### src/hw/layer_cfg.svh
`ifndef LAYER_CFG_SVH
`define LAYER_CFG_SVH

// Layer shape.
`define LAYER_INPUTS 15
`define LAYER_NEURONS 4

// Q4.12 data, wide accumulator.
`define DATA_WIDTH 16
`define FRAC_BITS 12
`define ACC_WIDTH 40

// Queue depth matches the producer's starting credits.
`define IN_DEPTH 2
`define OUT_CREDITS 2

`endif

### src/hw/layerPkg.sv
`include "layer_cfg.svh"

package layerPkg;

	// Index bits per neuron, weights plus one bias slot.
	localparam int IdxWidth = 4;

	typedef logic signed [`DATA_WIDTH-1:0] actT;
	typedef actT [`LAYER_INPUTS-1:0] actVecT;
	typedef actT [`LAYER_NEURONS-1:0] resVecT;
	typedef logic signed [`ACC_WIDTH-1:0] accT;
	typedef logic [1:0] neuronIdT;

	typedef struct packed {
		neuronIdT neuron;
		logic [IdxWidth-1:0] idx;
	} addrT;

endpackage

### src/hw/weightRom.sv
`timescale 1ns/10ps
`include "layer_cfg.svh"

module weightRom import layerPkg::*;
(
	input  logic clk,
	input  logic rdEn,
	input  addrT rdAddr,
	output actT  rdData
);

	localparam int Slots = 2 ** IdxWidth;

	actT romWord [0:`LAYER_NEURONS*Slots-1];

	// Weights in 1/16 steps, bias last.
	for (genvar n = 0; n < `LAYER_NEURONS; n++)
	begin : genNeuron
		for (genvar i = 0; i < Slots; i++)
		begin : genSlot
			localparam int Raw = (i == `LAYER_INPUTS) ? (n - 1) * 1024 :
				(i < `LAYER_INPUTS) ? (((7 * n + 3 * i + 1) % 11) - 5) * 256 : 0;

			assign romWord[n * Slots + i] = actT'(Raw);
		end
	end

	always_ff @(posedge clk)
	begin
		if (rdEn)
		begin
			rdData <= romWord[rdAddr];
		end
	end

endmodule

### src/hw/weightArbiter.sv
`timescale 1ns/10ps
`include "layer_cfg.svh"

module weightArbiter import layerPkg::*;
(
	input  logic                      clk,
	input  logic                      rstN,
	input  logic [`LAYER_NEURONS-1:0] req,
	input  addrT [`LAYER_NEURONS-1:0] reqAddr,
	output logic [`LAYER_NEURONS-1:0] gnt,
	output logic [`LAYER_NEURONS-1:0] rdVld,
	output actT                       rdData
);

	neuronIdT ptr;
	neuronIdT cand;
	neuronIdT gntIdx;
	logic     anyGnt;
	neuronIdT rdIdx;
	logic     rdPend;

	// First requester at or after the pointer.
	always_comb
	begin
		gnt = '0;
		cand = ptr;
		gntIdx = ptr;
		anyGnt = 1'b0;
		for (int k = 0; k < `LAYER_NEURONS; k++)
		begin
			cand = ptr + neuronIdT'(k);
			if (!anyGnt && req[cand])
			begin
				gnt[cand] = 1'b1;
				gntIdx = cand;
				anyGnt = 1'b1;
			end
		end
	end

	always_ff @(posedge clk or negedge rstN)
	begin
		if (!rstN)
		begin
			ptr <= '0;
			rdPend <= 1'b0;
			rdIdx <= '0;
		end
		else
		begin
			rdPend <= anyGnt;
			if (anyGnt)
			begin
				ptr <= gntIdx + 1'b1;
				rdIdx <= gntIdx;
			end
		end
	end

	// Data lands one cycle after the grant.
	assign rdVld = rdPend ? (`LAYER_NEURONS'(1) << rdIdx) : '0;

	weightRom rom (
		.clk    (clk),
		.rdEn   (anyGnt),
		.rdAddr (reqAddr[gntIdx]),
		.rdData (rdData)
	);

endmodule

### src/hw/neuronMac.sv
`timescale 1ns/10ps
`include "layer_cfg.svh"

module neuronMac import layerPkg::*;
(
	input  logic     clk,
	input  logic     rstN,
	input  logic     start,
	input  actVecT   inVec,
	input  neuronIdT myId,
	output logic     req,
	output addrT     addr,
	input  logic     gnt,
	input  logic     rdVld,
	input  actT      rdData,
	output logic     done,
	output actT      result
);

	localparam int BiasIdx = `LAYER_INPUTS;
	localparam accT MaxAct = (accT'(1) <<< (`DATA_WIDTH - 1)) - 1;
	localparam accT MinAct = -(accT'(1) <<< (`DATA_WIDTH - 1));

	logic                busy;
	logic [IdxWidth:0]   reqCnt;
	logic [IdxWidth-1:0] rcvCnt;
	logic                lastRcv;
	actVecT              vecQ;
	accT                 acc;
	accT                 term;
	accT                 total;
	accT                 scaled;
	actT                 clipped;

	// ##############################
	// Read requests
	// ##############################

	assign req = busy && (reqCnt <= BiasIdx);
	assign addr = '{neuron: myId, idx: reqCnt[IdxWidth-1:0]};
	assign lastRcv = rdVld && (rcvCnt == IdxWidth'(BiasIdx));

	// ##############################
	// Arithmetic
	// ##############################

	always_comb
	begin
		// Bias moves up to the product scale.
		if (rcvCnt == IdxWidth'(BiasIdx))
			term = accT'(rdData) <<< `FRAC_BITS;
		else
			term = accT'(rdData) * accT'($signed(vecQ[rcvCnt]));
		total = acc + term;
		scaled = total >>> `FRAC_BITS;
		if (scaled > MaxAct)
			clipped = actT'(MaxAct);
		else if (scaled < MinAct)
			clipped = actT'(MinAct);
		else
			clipped = actT'(scaled);
	end

	always_ff @(posedge clk or negedge rstN)
	begin
		if (!rstN)
		begin
			busy <= 1'b0;
			reqCnt <= '0;
			rcvCnt <= '0;
			done <= 1'b0;
		end
		else
		begin
			done <= 1'b0;
			if (start)
			begin
				busy <= 1'b1;
				reqCnt <= '0;
				rcvCnt <= '0;
			end
			else if (busy)
			begin
				if (gnt)
				begin
					reqCnt <= reqCnt + 1'b1;
				end
				if (rdVld)
				begin
					rcvCnt <= rcvCnt + 1'b1;
				end
				if (lastRcv)
				begin
					busy <= 1'b0;
					done <= 1'b1;
				end
			end
		end
	end

	always_ff @(posedge clk)
	begin
		if (start)
		begin
			vecQ <= inVec;
			acc <= '0;
		end
		else if (rdVld)
		begin
			acc <= total;
			// Rectifier.
			if (lastRcv)
			begin
				result <= clipped[`DATA_WIDTH-1] ? '0 : clipped;
			end
		end
	end

endmodule

### src/hw/inputQueue.sv
`timescale 1ns/10ps
`include "layer_cfg.svh"

module inputQueue import layerPkg::*;
(
	input  logic   clk,
	input  logic   rstN,
	input  logic   inVld,
	input  actVecT inVec,
	output logic   qVld,
	output actVecT qVec,
	input  logic   popReq,
	output logic   inCredit
);

	localparam int PtrW = (`IN_DEPTH > 1) ? $clog2(`IN_DEPTH) : 1;
	localparam int CntW = $clog2(`IN_DEPTH + 1);

	actVecT          mem [`IN_DEPTH];
	logic [PtrW-1:0] wrPtr;
	logic [PtrW-1:0] rdPtr;
	logic [CntW-1:0] count;
	logic            push;
	logic            pop;

	function automatic logic [PtrW-1:0] nextPtr(input logic [PtrW-1:0] p);
		return (p == PtrW'(`IN_DEPTH - 1)) ? '0 : p + 1'b1;
	endfunction

	assign qVld = (count != '0);
	assign qVec = mem[rdPtr];
	assign push = inVld && (count != CntW'(`IN_DEPTH));
	assign pop = popReq && qVld;

	// One credit back per vector consumed.
	assign inCredit = pop;

	always_ff @(posedge clk or negedge rstN)
	begin
		if (!rstN)
		begin
			wrPtr <= '0;
			rdPtr <= '0;
			count <= '0;
		end
		else
		begin
			if (push)
			begin
				wrPtr <= nextPtr(wrPtr);
			end
			if (pop)
			begin
				rdPtr <= nextPtr(rdPtr);
			end
			count <= count + CntW'(push) - CntW'(pop);
		end
	end

	always_ff @(posedge clk)
	begin
		if (push)
		begin
			mem[wrPtr] <= inVec;
		end
	end

endmodule

### src/hw/layerControl.sv
`timescale 1ns/10ps
`include "layer_cfg.svh"

module layerControl import layerPkg::*;
(
	input  logic                      clk,
	input  logic                      rstN,
	input  logic                      qVld,
	input  actVecT                    qVec,
	output logic                      popReq,
	output logic                      start,
	output actVecT                    startVec,
	input  logic [`LAYER_NEURONS-1:0] done,
	input  actT [`LAYER_NEURONS-1:0]  result,
	output logic                      outVld,
	output resVecT                    outVec,
	input  logic                      outCreditRet
);

	typedef enum logic [1:0] {Idle, Running, Holding} stateT;

	localparam int CredW = $clog2(`OUT_CREDITS + 1);

	stateT                     state;
	logic [`LAYER_NEURONS-1:0] doneSeen;
	logic [CredW-1:0]          credits;
	logic                      allDone;

	assign popReq = (state == Idle) && qVld;
	assign outVld = (state == Holding) && (credits != '0);
	assign allDone = &(doneSeen | done);

	// ##############################
	// FSM and output credits
	// ##############################

	always_ff @(posedge clk or negedge rstN)
	begin
		if (!rstN)
		begin
			state <= Idle;
			start <= 1'b0;
			doneSeen <= '0;
			credits <= CredW'(`OUT_CREDITS);
		end
		else
		begin
			start <= popReq;
			credits <= credits - CredW'(outVld) + CredW'(outCreditRet);
			case (state)
				Idle:
				begin
					if (popReq)
					begin
						state <= Running;
						doneSeen <= '0;
					end
				end
				Running:
				begin
					doneSeen <= doneSeen | done;
					if (allDone)
					begin
						state <= Holding;
					end
				end
				Holding:
				begin
					if (outVld)
					begin
						state <= Idle;
					end
				end
				default:
				begin
					state <= Idle;
				end
			endcase
		end
	end

	always_ff @(posedge clk)
	begin
		if (popReq)
		begin
			startVec <= qVec;
		end
		for (int k = 0; k < `LAYER_NEURONS; k++)
		begin
			if (done[k])
			begin
				outVec[k] <= result[k];
			end
		end
	end

endmodule

### src/hw/denseLayer.sv
`timescale 1ns/10ps
`include "layer_cfg.svh"

module denseLayer import layerPkg::*;
(
	input  logic   clk,
	input  logic   rstN,
	input  logic   inVld,
	input  actVecT inVec,
	output logic   inCredit,
	output logic   outVld,
	output resVecT outVec,
	input  logic   outCreditRet
);

	logic                      qVld;
	actVecT                    qVec;
	logic                      popReq;
	logic                      start;
	actVecT                    startVec;
	logic [`LAYER_NEURONS-1:0] done;
	actT [`LAYER_NEURONS-1:0]  result;
	logic [`LAYER_NEURONS-1:0] req;
	addrT [`LAYER_NEURONS-1:0] reqAddr;
	logic [`LAYER_NEURONS-1:0] gnt;
	logic [`LAYER_NEURONS-1:0] rdVld;
	actT                       rdData;

	inputQueue queue (
		.clk      (clk),
		.rstN     (rstN),
		.inVld    (inVld),
		.inVec    (inVec),
		.qVld     (qVld),
		.qVec     (qVec),
		.popReq   (popReq),
		.inCredit (inCredit)
	);

	layerControl control (
		.clk          (clk),
		.rstN         (rstN),
		.qVld         (qVld),
		.qVec         (qVec),
		.popReq       (popReq),
		.start        (start),
		.startVec     (startVec),
		.done         (done),
		.result       (result),
		.outVld       (outVld),
		.outVec       (outVec),
		.outCreditRet (outCreditRet)
	);

	// Neurons share the ROM port.
	for (genvar g = 0; g < `LAYER_NEURONS; g++)
	begin : genNeuron
		neuronMac neuron (
			.clk    (clk),
			.rstN   (rstN),
			.start  (start),
			.inVec  (startVec),
			.myId   (neuronIdT'(g)),
			.req    (req[g]),
			.addr   (reqAddr[g]),
			.gnt    (gnt[g]),
			.rdVld  (rdVld[g]),
			.rdData (rdData),
			.done   (done[g]),
			.result (result[g])
		);
	end

	weightArbiter arbiter (
		.clk     (clk),
		.rstN    (rstN),
		.req     (req),
		.reqAddr (reqAddr),
		.gnt     (gnt),
		.rdVld   (rdVld),
		.rdData  (rdData)
	);

endmodule

### config.mk
export PLATFORM = sky130hd
export DESIGN_NAME = denseLayer
export DESIGN_NICKNAME = d
export VERILOG_FILES = /design/src/hw/layerPkg.sv /design/src/hw/weightRom.sv /design/src/hw/weightArbiter.sv /design/src/hw/neuronMac.sv /design/src/hw/inputQueue.sv /design/src/hw/layerControl.sv /design/src/hw/denseLayer.sv
export VERILOG_INCLUDE_DIRS = /design/src /design/src/hw
export SDC_FILE = /design/constraint.sdc
export NUM_CORES = 2
export LEC_CHECK = 0
export ABC_CLOCK_PERIOD_IN_PS = 11000
export BUFFER_PORTS_ARGS = -buffer_cell sky130_fd_sc_hd__buf_2
export CAP_MARGIN = 0
export CORE_ASPECT_RATIO = 0.8
export CORE_MARGIN = 4
export CORE_UTILIZATION = 55
export CTS_CLUSTER_DIAMETER = 30
export DETAILED_ROUTE_END_ITERATION = 7
export PLACE_DENSITY_LB_ADDON = 0.12
export SLEW_MARGIN = 20
export SYNTH_ARGS = -nofsm -noshare
export SYNTH_HDL_FRONTEND = slang
export SYNTH_SLANG_ARGS = --single-unit
export TNS_END_PERCENT = 20
### constraint.sdc
create_clock -name clk -period 11 [get_ports clk]
set_input_delay 1.65 -clock clk [delete_from_list [all_inputs] [get_ports clk]]
set_output_delay 1.65 -clock clk [all_outputs]
set_load 0.01 [all_outputs]
Yosys cells after proc, flatten, opt, wreduce, memory -nomap -nowiden
Memories as Yosys holds them, arrays and structs flattened. A register that Yosys moved wholly into a read port is not among the register bits.
Index checks and enable logic that the tools add are counted.
- memories kept: 2
- register bits: 590
- output and inout bits: 66
- bits in read-only memories: 1024
- RAM bits: 480
- memory list (memory ; words ; width ; read ports ; clocked after memory_dff ; wr ports ; RTL line ; RTL):
    (no name shown) ; 64 ; 16 ; 1 ; 1 ; 0 ; weightRom.sv:32 ; rdData <= romWord[rdAddr];
    queue.mem ; 2 ; 240 ; 1 ; 1 ; 1 ; inputQueue.sv:19 ; actVecT mem [`IN_DEPTH];
- equality and inequality tests: 10
- magnitude comparators: 25
- muxes and demuxes: 108
- add/subtract/negate cells: 22
- multiply operators: 4
- shift operators: 1
- bitwise gates (word level): 6
- reduce and logical (&&, ||, !) cells: 53
- operator list (cell ; count):
    $bmux W16 S4 ; 4
    $mux W16 ; 12
    $add A40 B40 Y40 ; 4
    $mux W40 ; 4
    $mul A16 B16 Y32 ; 4
    $gt A28 B16 Y1 const B ; 4
    $lt A28 B16 Y1 const B ; 4
    $mux W4 ; 18
    $mux W5 ; 12
    $mux W1 ; 40
    $reduce_bool A2 Y1 ; 15
    $add A5 B1 Y5 const B ; 4
    $le A5 B4 Y1 const B ; 4
    $lt A4 B5 Y1 const B ; 4
    $logic_and A1 B1 Y1 ; 19
    $reduce_and A2 Y1 ; 9
    $add A4 B1 Y4 const B ; 4
    $eq A4 B4 Y1 const B ; 4
    $or A4 B4 Y4 ; 4
    $lt A2 B3 Y1 const B ; 5
    $reduce_and A3 Y1 ; 5
    $bmux W6 S2 ; 1
    $mux W2 ; 6
    $bmux W1 S2 ; 4
    20 further kinds ; 35

Longest topological paths before layout
- depth in word-level cells: 17
- mapped depth: 45
- depth with buffers taken out: 42

Modules after synthesis
A second synthesis with hierarchy kept.
- cells, all modules: 9744
- area, all modules: 126173.5 um^2
- modules (own cells, without submodules) (module ; cells an instance ; area each (um^2) ; times used):
    neuronMac (genNeuron[2].neuron) ; 2154 ; 24378.4 ; 1
    neuronMac (genNeuron[3].neuron) ; 2107 ; 24121.9 ; 1
    neuronMac (genNeuron[1].neuron) ; 2106 ; 24093.1 ; 1
    neuronMac (genNeuron[0].neuron) ; 2076 ; 24050.6 ; 1
    inputQueue ; 770 ; 18327.6 ; 1
    layerControl ; 345 ; 9564.2 ; 1
    weightArbiter ; 84 ; 815.8 ; 1
    weightRom ; 100 ; 814.5 ; 1
    denseLayer ; 2 ; 7.5 ; 1

Worst setup path after synthesis
No wires, ideal clock.
- path type: input -> register
- start: input port inVld
- end: memory queue.mem[0][0] (netlist name), enable pin
- arrival time: 11758 ps
- path buffers: 0
- slack: -1604 ps
- required time: 10154 ps
- stages: 2
- path through: o21ai_0 -> nor2_1
- word-level cells in the longest chain between the ends: 3
- ends and longest elaborated chain (element ; RTL line ; RTL):
    start, declared ; denseLayer.sv:8 ; input logic inVld,
    $logic_and A1 B1 Y1 ; inputQueue.sv:32 ; assign push = inVld && (count != CntW'(`IN_DEPTH));
    $mux W1 ; inputQueue.sv:62 ; if (push)
    $mux W1 (implied by the code) ; inputQueue.sv:64 ; mem[wrPtr] <= inVec;
    end, declared ; inputQueue.sv:19 ;
Every way passes these cells.

Worst setup path after layout
- start: register genNeuron[2].neuron.rcvCnt[1]
- end: register genNeuron[2].neuron.result[12] (data pin)
- word-level cells in the longest chain between the ends: 8
- elaborated cells on any way between the ends: 10
- those cells by class: add/sub (1); mul (1); order compare (2); eq/ne (1); mux (5)
- ends and longest elaborated chain (element ; RTL line ; RTL):
    start, declared ; neuronMac.sv:26 ; logic [IdxWidth-1:0] rcvCnt;
    start signal, assigned ; neuronMac.sv:90 ; rcvCnt <= rcvCnt + 1'b1;
    $bmux W16 S4 ; neuronMac.sv:53 ; term = accT'(rdData) * accT'($signed(vecQ[rcvCnt]));
    $mux W16 (implied by the code) ; neuronMac.sv:53 ;
    $mul A16 B16 Y32 ; neuronMac.sv:53 ;
    $mux W40 * ; neuronMac.sv:50 ; if (rcvCnt == IdxWidth'(BiasIdx))
    $add A40 B40 Y40 * ; neuronMac.sv:54 ; total = acc + term;
    $lt A28 B16 Y1 ; neuronMac.sv:58 ; else if (scaled < MinAct)
    $mux W16 ; neuronMac.sv:58 ;
    $mux W16 * ; neuronMac.sv:56 ; if (scaled > MaxAct)
    end signal, assigned ; neuronMac.sv:114 ; result <= clipped[`DATA_WIDTH-1] ? '0 : clipped;
    end, declared ; neuronMac.sv:17 ; output actT result
Every way passes the cells marked *; elsewhere a longest branch is shown, timed or not. The select of a mux whose other input is x is not followed.
A chain may end at the register's enable or synchronous reset.

==> qor.json <==
{
  "status": "finished clean",
  "overflow": 0,
  "route.detailed.wl_per_inst_um": 22.63,
  "arrival_worst_endpoint_ps": 11060,
  "die_width_um": 433.0,
  "synth.distinct_cells": 108,
  "syn-mean-instance-area_um2": 12.75,
  "worstSkewPairLatency_ps": 860,
  "standard_cell_row_count": 124,
  "fin_crit_ps": 10570,
  "share_of_flip_flops_with_an_asynchronous_set_or_reset_after_synthesis_pct": 4.863,
  "grt_start_max_net_pins": 140,
  "routed-via-count": 50506,
  "grt_pass1_wl_um": 305000,
  "ioPinCount": 310,
  "period_share_pct": 96.06,
  "placement.io_buffers": 305,
  "slew_headroom_pct": 30.25,
  "timing.critical_path.required_ps": 11490,
  "antenna_found_initial": 8,
  "timing.final.hold_violations": 0,
  "first_pass_iters": 5,
  "drive_gt1_share_pct": 21.23,
  "htreeDepth": 4,
  "worst-r2r-setup-slack_ps": 430,
  "dp_hpwl_um": 148300,
  "synth_seq_cells": 1275,
  "global_route.usage.total_pct": 26.55,
  "maxClockFrequency_mhz": 94.64,
  "slowest_stage": "mux4_2",
  "cts_tree": "built",
  "min_path_type": "register to register",
  "total_wire_length_after_detailed_routing_um": 198200,
  "syn_to_final_growth_pct": 15.42,
  "slew_viols_final": 0,
  "crit_buf_inv": 6,
  "crit_fanout": 38,
  "rsz0062_at_grt": "yes",
  "cts_sinks": 1275,
  "gpl.final_weighted_congestion": 0.9286,
  "yosysSeqAreaShare_pct": 46.18,
  "detailedRoute.firstIterationViolations": 3833,
  "fin_util_pct": 64.05,
  "clkSlewWorstSetupHoldPaths_ps": 50,
  "die_h_um": 348.0,
  "tightestPinTransition_ps": 1046,
  "cts_hold_buffers": 0,
  "initial_core_util_pct": 55.49,
  "cp-start-kind": "register",
  "cell_chosen_for_the_clock_root": "clkbuf_16",
  "endpoint_kind": "register",
  "fin_nets": 7836,
  "category_of_the_most_critical_setup_path": "register to register",
  "synth_cells": 6233,
  "design.die.area_mm2": 0.1507,
  "drc_errors": 0,
  "synth_area_mm2": 0.07946,
  "numCtsBuffers": 217,
  "most_used_cell_cp": "fa_1",
  "clockBufferDepth": 3,
  "ys.flop_type": "edfxtp_1",
  "number_of_global_route_vias_before_repair": 51519,
  "setup_viol_count_final": 0,
  "core_area_mm2": 0.1432,
  "yosys_warnings": 0,
  "skew_ps": 91.25,
  "max_stage_delay_ps": 660,
  "max_cap_violations": 0,
  "finalSetupTns_ps": 0,
  "fillers": 10745,
  "critical_path.top_delay_family": "adder cells",
  "route.detailed.vias_per_inst": 5.766,
  "number_of_antenna_violating_nets_in_the_routed_design": 0,
  "synth_enable_flop_cells": 1085
}
-- flip-flops by register name (all words and copies together), names as in the netlist, 2 cells and up --
name                     flops
genNeuron.neuron.vecQ      240
queue.mem                  480
genNeuron.neuron.rcvCnt     16
genNeuron.neuron.done        4
arbiter.rom.rdData           5
control.startVec           240
queue.count                  2
genNeuron.neuron.busy        4
control.outVec              60
control.doneSeen             4
genNeuron.neuron.result     60
arbiter.rdIdx                2
arbiter.ptr                  2
control.state                2
genNeuron.neuron.acc       128
genNeuron.neuron.reqCnt     20
control.credits              2
-- layer usage --
| layer | vias to the layer above | wire length (um) | GRT usage (%) |
|---|---|---|---|
| met1 | 25321 | 83100 | 36.27 |
| met2 | 1657 | 96120 | 43.48 |
| met5 | - | 26 | 0 |
| met3 | 367 | 12280 | 4.604 |
| met4 | 4 | 6679 | 9.064 |
| li1 | 23157 | - | - |
-- cell families (layout without fill, tap and decap cells) --
family / Yosys count / after routing / share of synthesized area [%]
AOI/OAI and AO/OA: 938 / 938 / 7.681
xor gates and xnor gates: 187 / 187 / 2.089
adders and majority gates: 920 / 920 / 19.36
buffers and inverters: 992 / 1624 / 4.750
DFF: 1275 / 1275 / 46.18
muxes: 590 / 590 / 11.88
other: 1 / 6 / 0.004719
and+or+nand+nor: 1330 / 1330 / 8.049
-- metrics by stage --
step / worst slack [ps] / hold WS (ps) / cells / area, um^2
6_report: 433.3 / 392.3 / 8760 / 91720
3_3_place_gp: 242.1 / 400.4 / 8316 / 83690
3_5_place_dp: 139.5 / 404.5 / 8316 / 83690
5_1_grt: -13.11 / 405.6 / 8759 / 91710
4_1_cts: 165.4 / 388.7 / 8731 / 91350
2_1_floorplan: 212.9 / 400.3 / 6236 / 79480
-- path summary, 6_finish.rpt --
kind                       cells after the start                           from                             end
max                                           31  genNeuron[2].neuron.rcvCnt[1]  genNeuron[2].neuron.result[12]
max in group asynchronous                      2                           rstN   genNeuron[3].neuron.rcvCnt[0]
max reg2reg                                   31  genNeuron[2].neuron.rcvCnt[1]  genNeuron[2].neuron.result[12]
min in group asynchronous                      1                           rstN   genNeuron[1].neuron.reqCnt[1]
min                                            0  genNeuron[3].neuron.result[7]              control.outVec[55]
min reg2reg                                    0  genNeuron[3].neuron.result[7]              control.outVec[55]
-- placed cells by master (no fill, tap or decap), types with 128 or more instances in the layout --
cell / synthesis / routed
dfxtp_1: 128 / 128
a21oi_1: 306 / 305
nor2_1: 254 / 252
and2_1: 214 / 213
nand2_1: 523 / 523
mux4_2: 256 / 256
buf_4: 6 / 132
mux2_2: 250 / 250
clkbuf_16: 0 / 218
o21ai_0: 193 / 192
edfxtp_1: 1085 / 1085
ha_1: 404 / 404
fa_1: 516 / 514
buf_2: 11 / 304
inv_1: 745 / 742
-- Yosys cell counts (all sizes together), types with 12 or more instances --
cell | instances | area (um^2)
edfxtp | 1085 | 32580
inv | 746 | 2800
nand2 | 523 | 1963
fa | 516 | 10330
ha | 404 | 5055
a21oi | 319 | 1645
mux4 | 256 | 5766
nor2 | 254 | 953.4
mux2 | 251 | 2830
o21ai | 220 | 1109
and2 | 214 | 1339
clkbuf | 171 | 641.9
dfxtp | 128 | 2562
xnor2 | 116 | 1039
mux2i | 83 | 847.1
buf | 75 | 332.8
xor2 | 71 | 621.9
dfrtp | 61 | 1526
nand3 | 61 | 305.3
a21o | 59 | 442.9
nor3 | 57 | 296.5
nand2b | 49 | 306.5
a211oi | 42 | 330.3
o21a | 38 | 285.3
nor2b | 36 | 240.2
and3 | 34 | 212.7
a31oi | 25 | 168.9
o211ai | 25 | 202.7
o31ai | 23 | 172.7
or3 | 23 | 148.9
o22ai | 22 | 137.6
o21bai | 21 | 161.4
or2 | 14 | 87.58
o31a | 13 | 113.9
o2bb2ai | 12 | 105.1
-- final cells by class --
cell class | instances | area [um^2] | share of cell area [%]
multi-input cells | 3969 | 39110 | 42.64
flip-flops and latches | 1275 | 36730 | 40.05
clock buffers | 245 | 5605 | 6.112
repair buffers | 463 | 3040 | 3.315
inverters | 746 | 2808 | 3.061
well taps | 1890 | 2365 | 2.578
clock inverters | 170 | 2051 | 2.236
diodes | 2 | 5.005 | 0.005457
-- repair_timing --
item / 4_1_cts / 5_1_grt
resized for setup: 0 / 16
setup endpoints to repair: 0 / 64
buffers inserted: 0 / 27
Power is left out: the tool's default activity adds up to more than one toggle a clock period on the data nets, which glitch-free logic cannot reach.
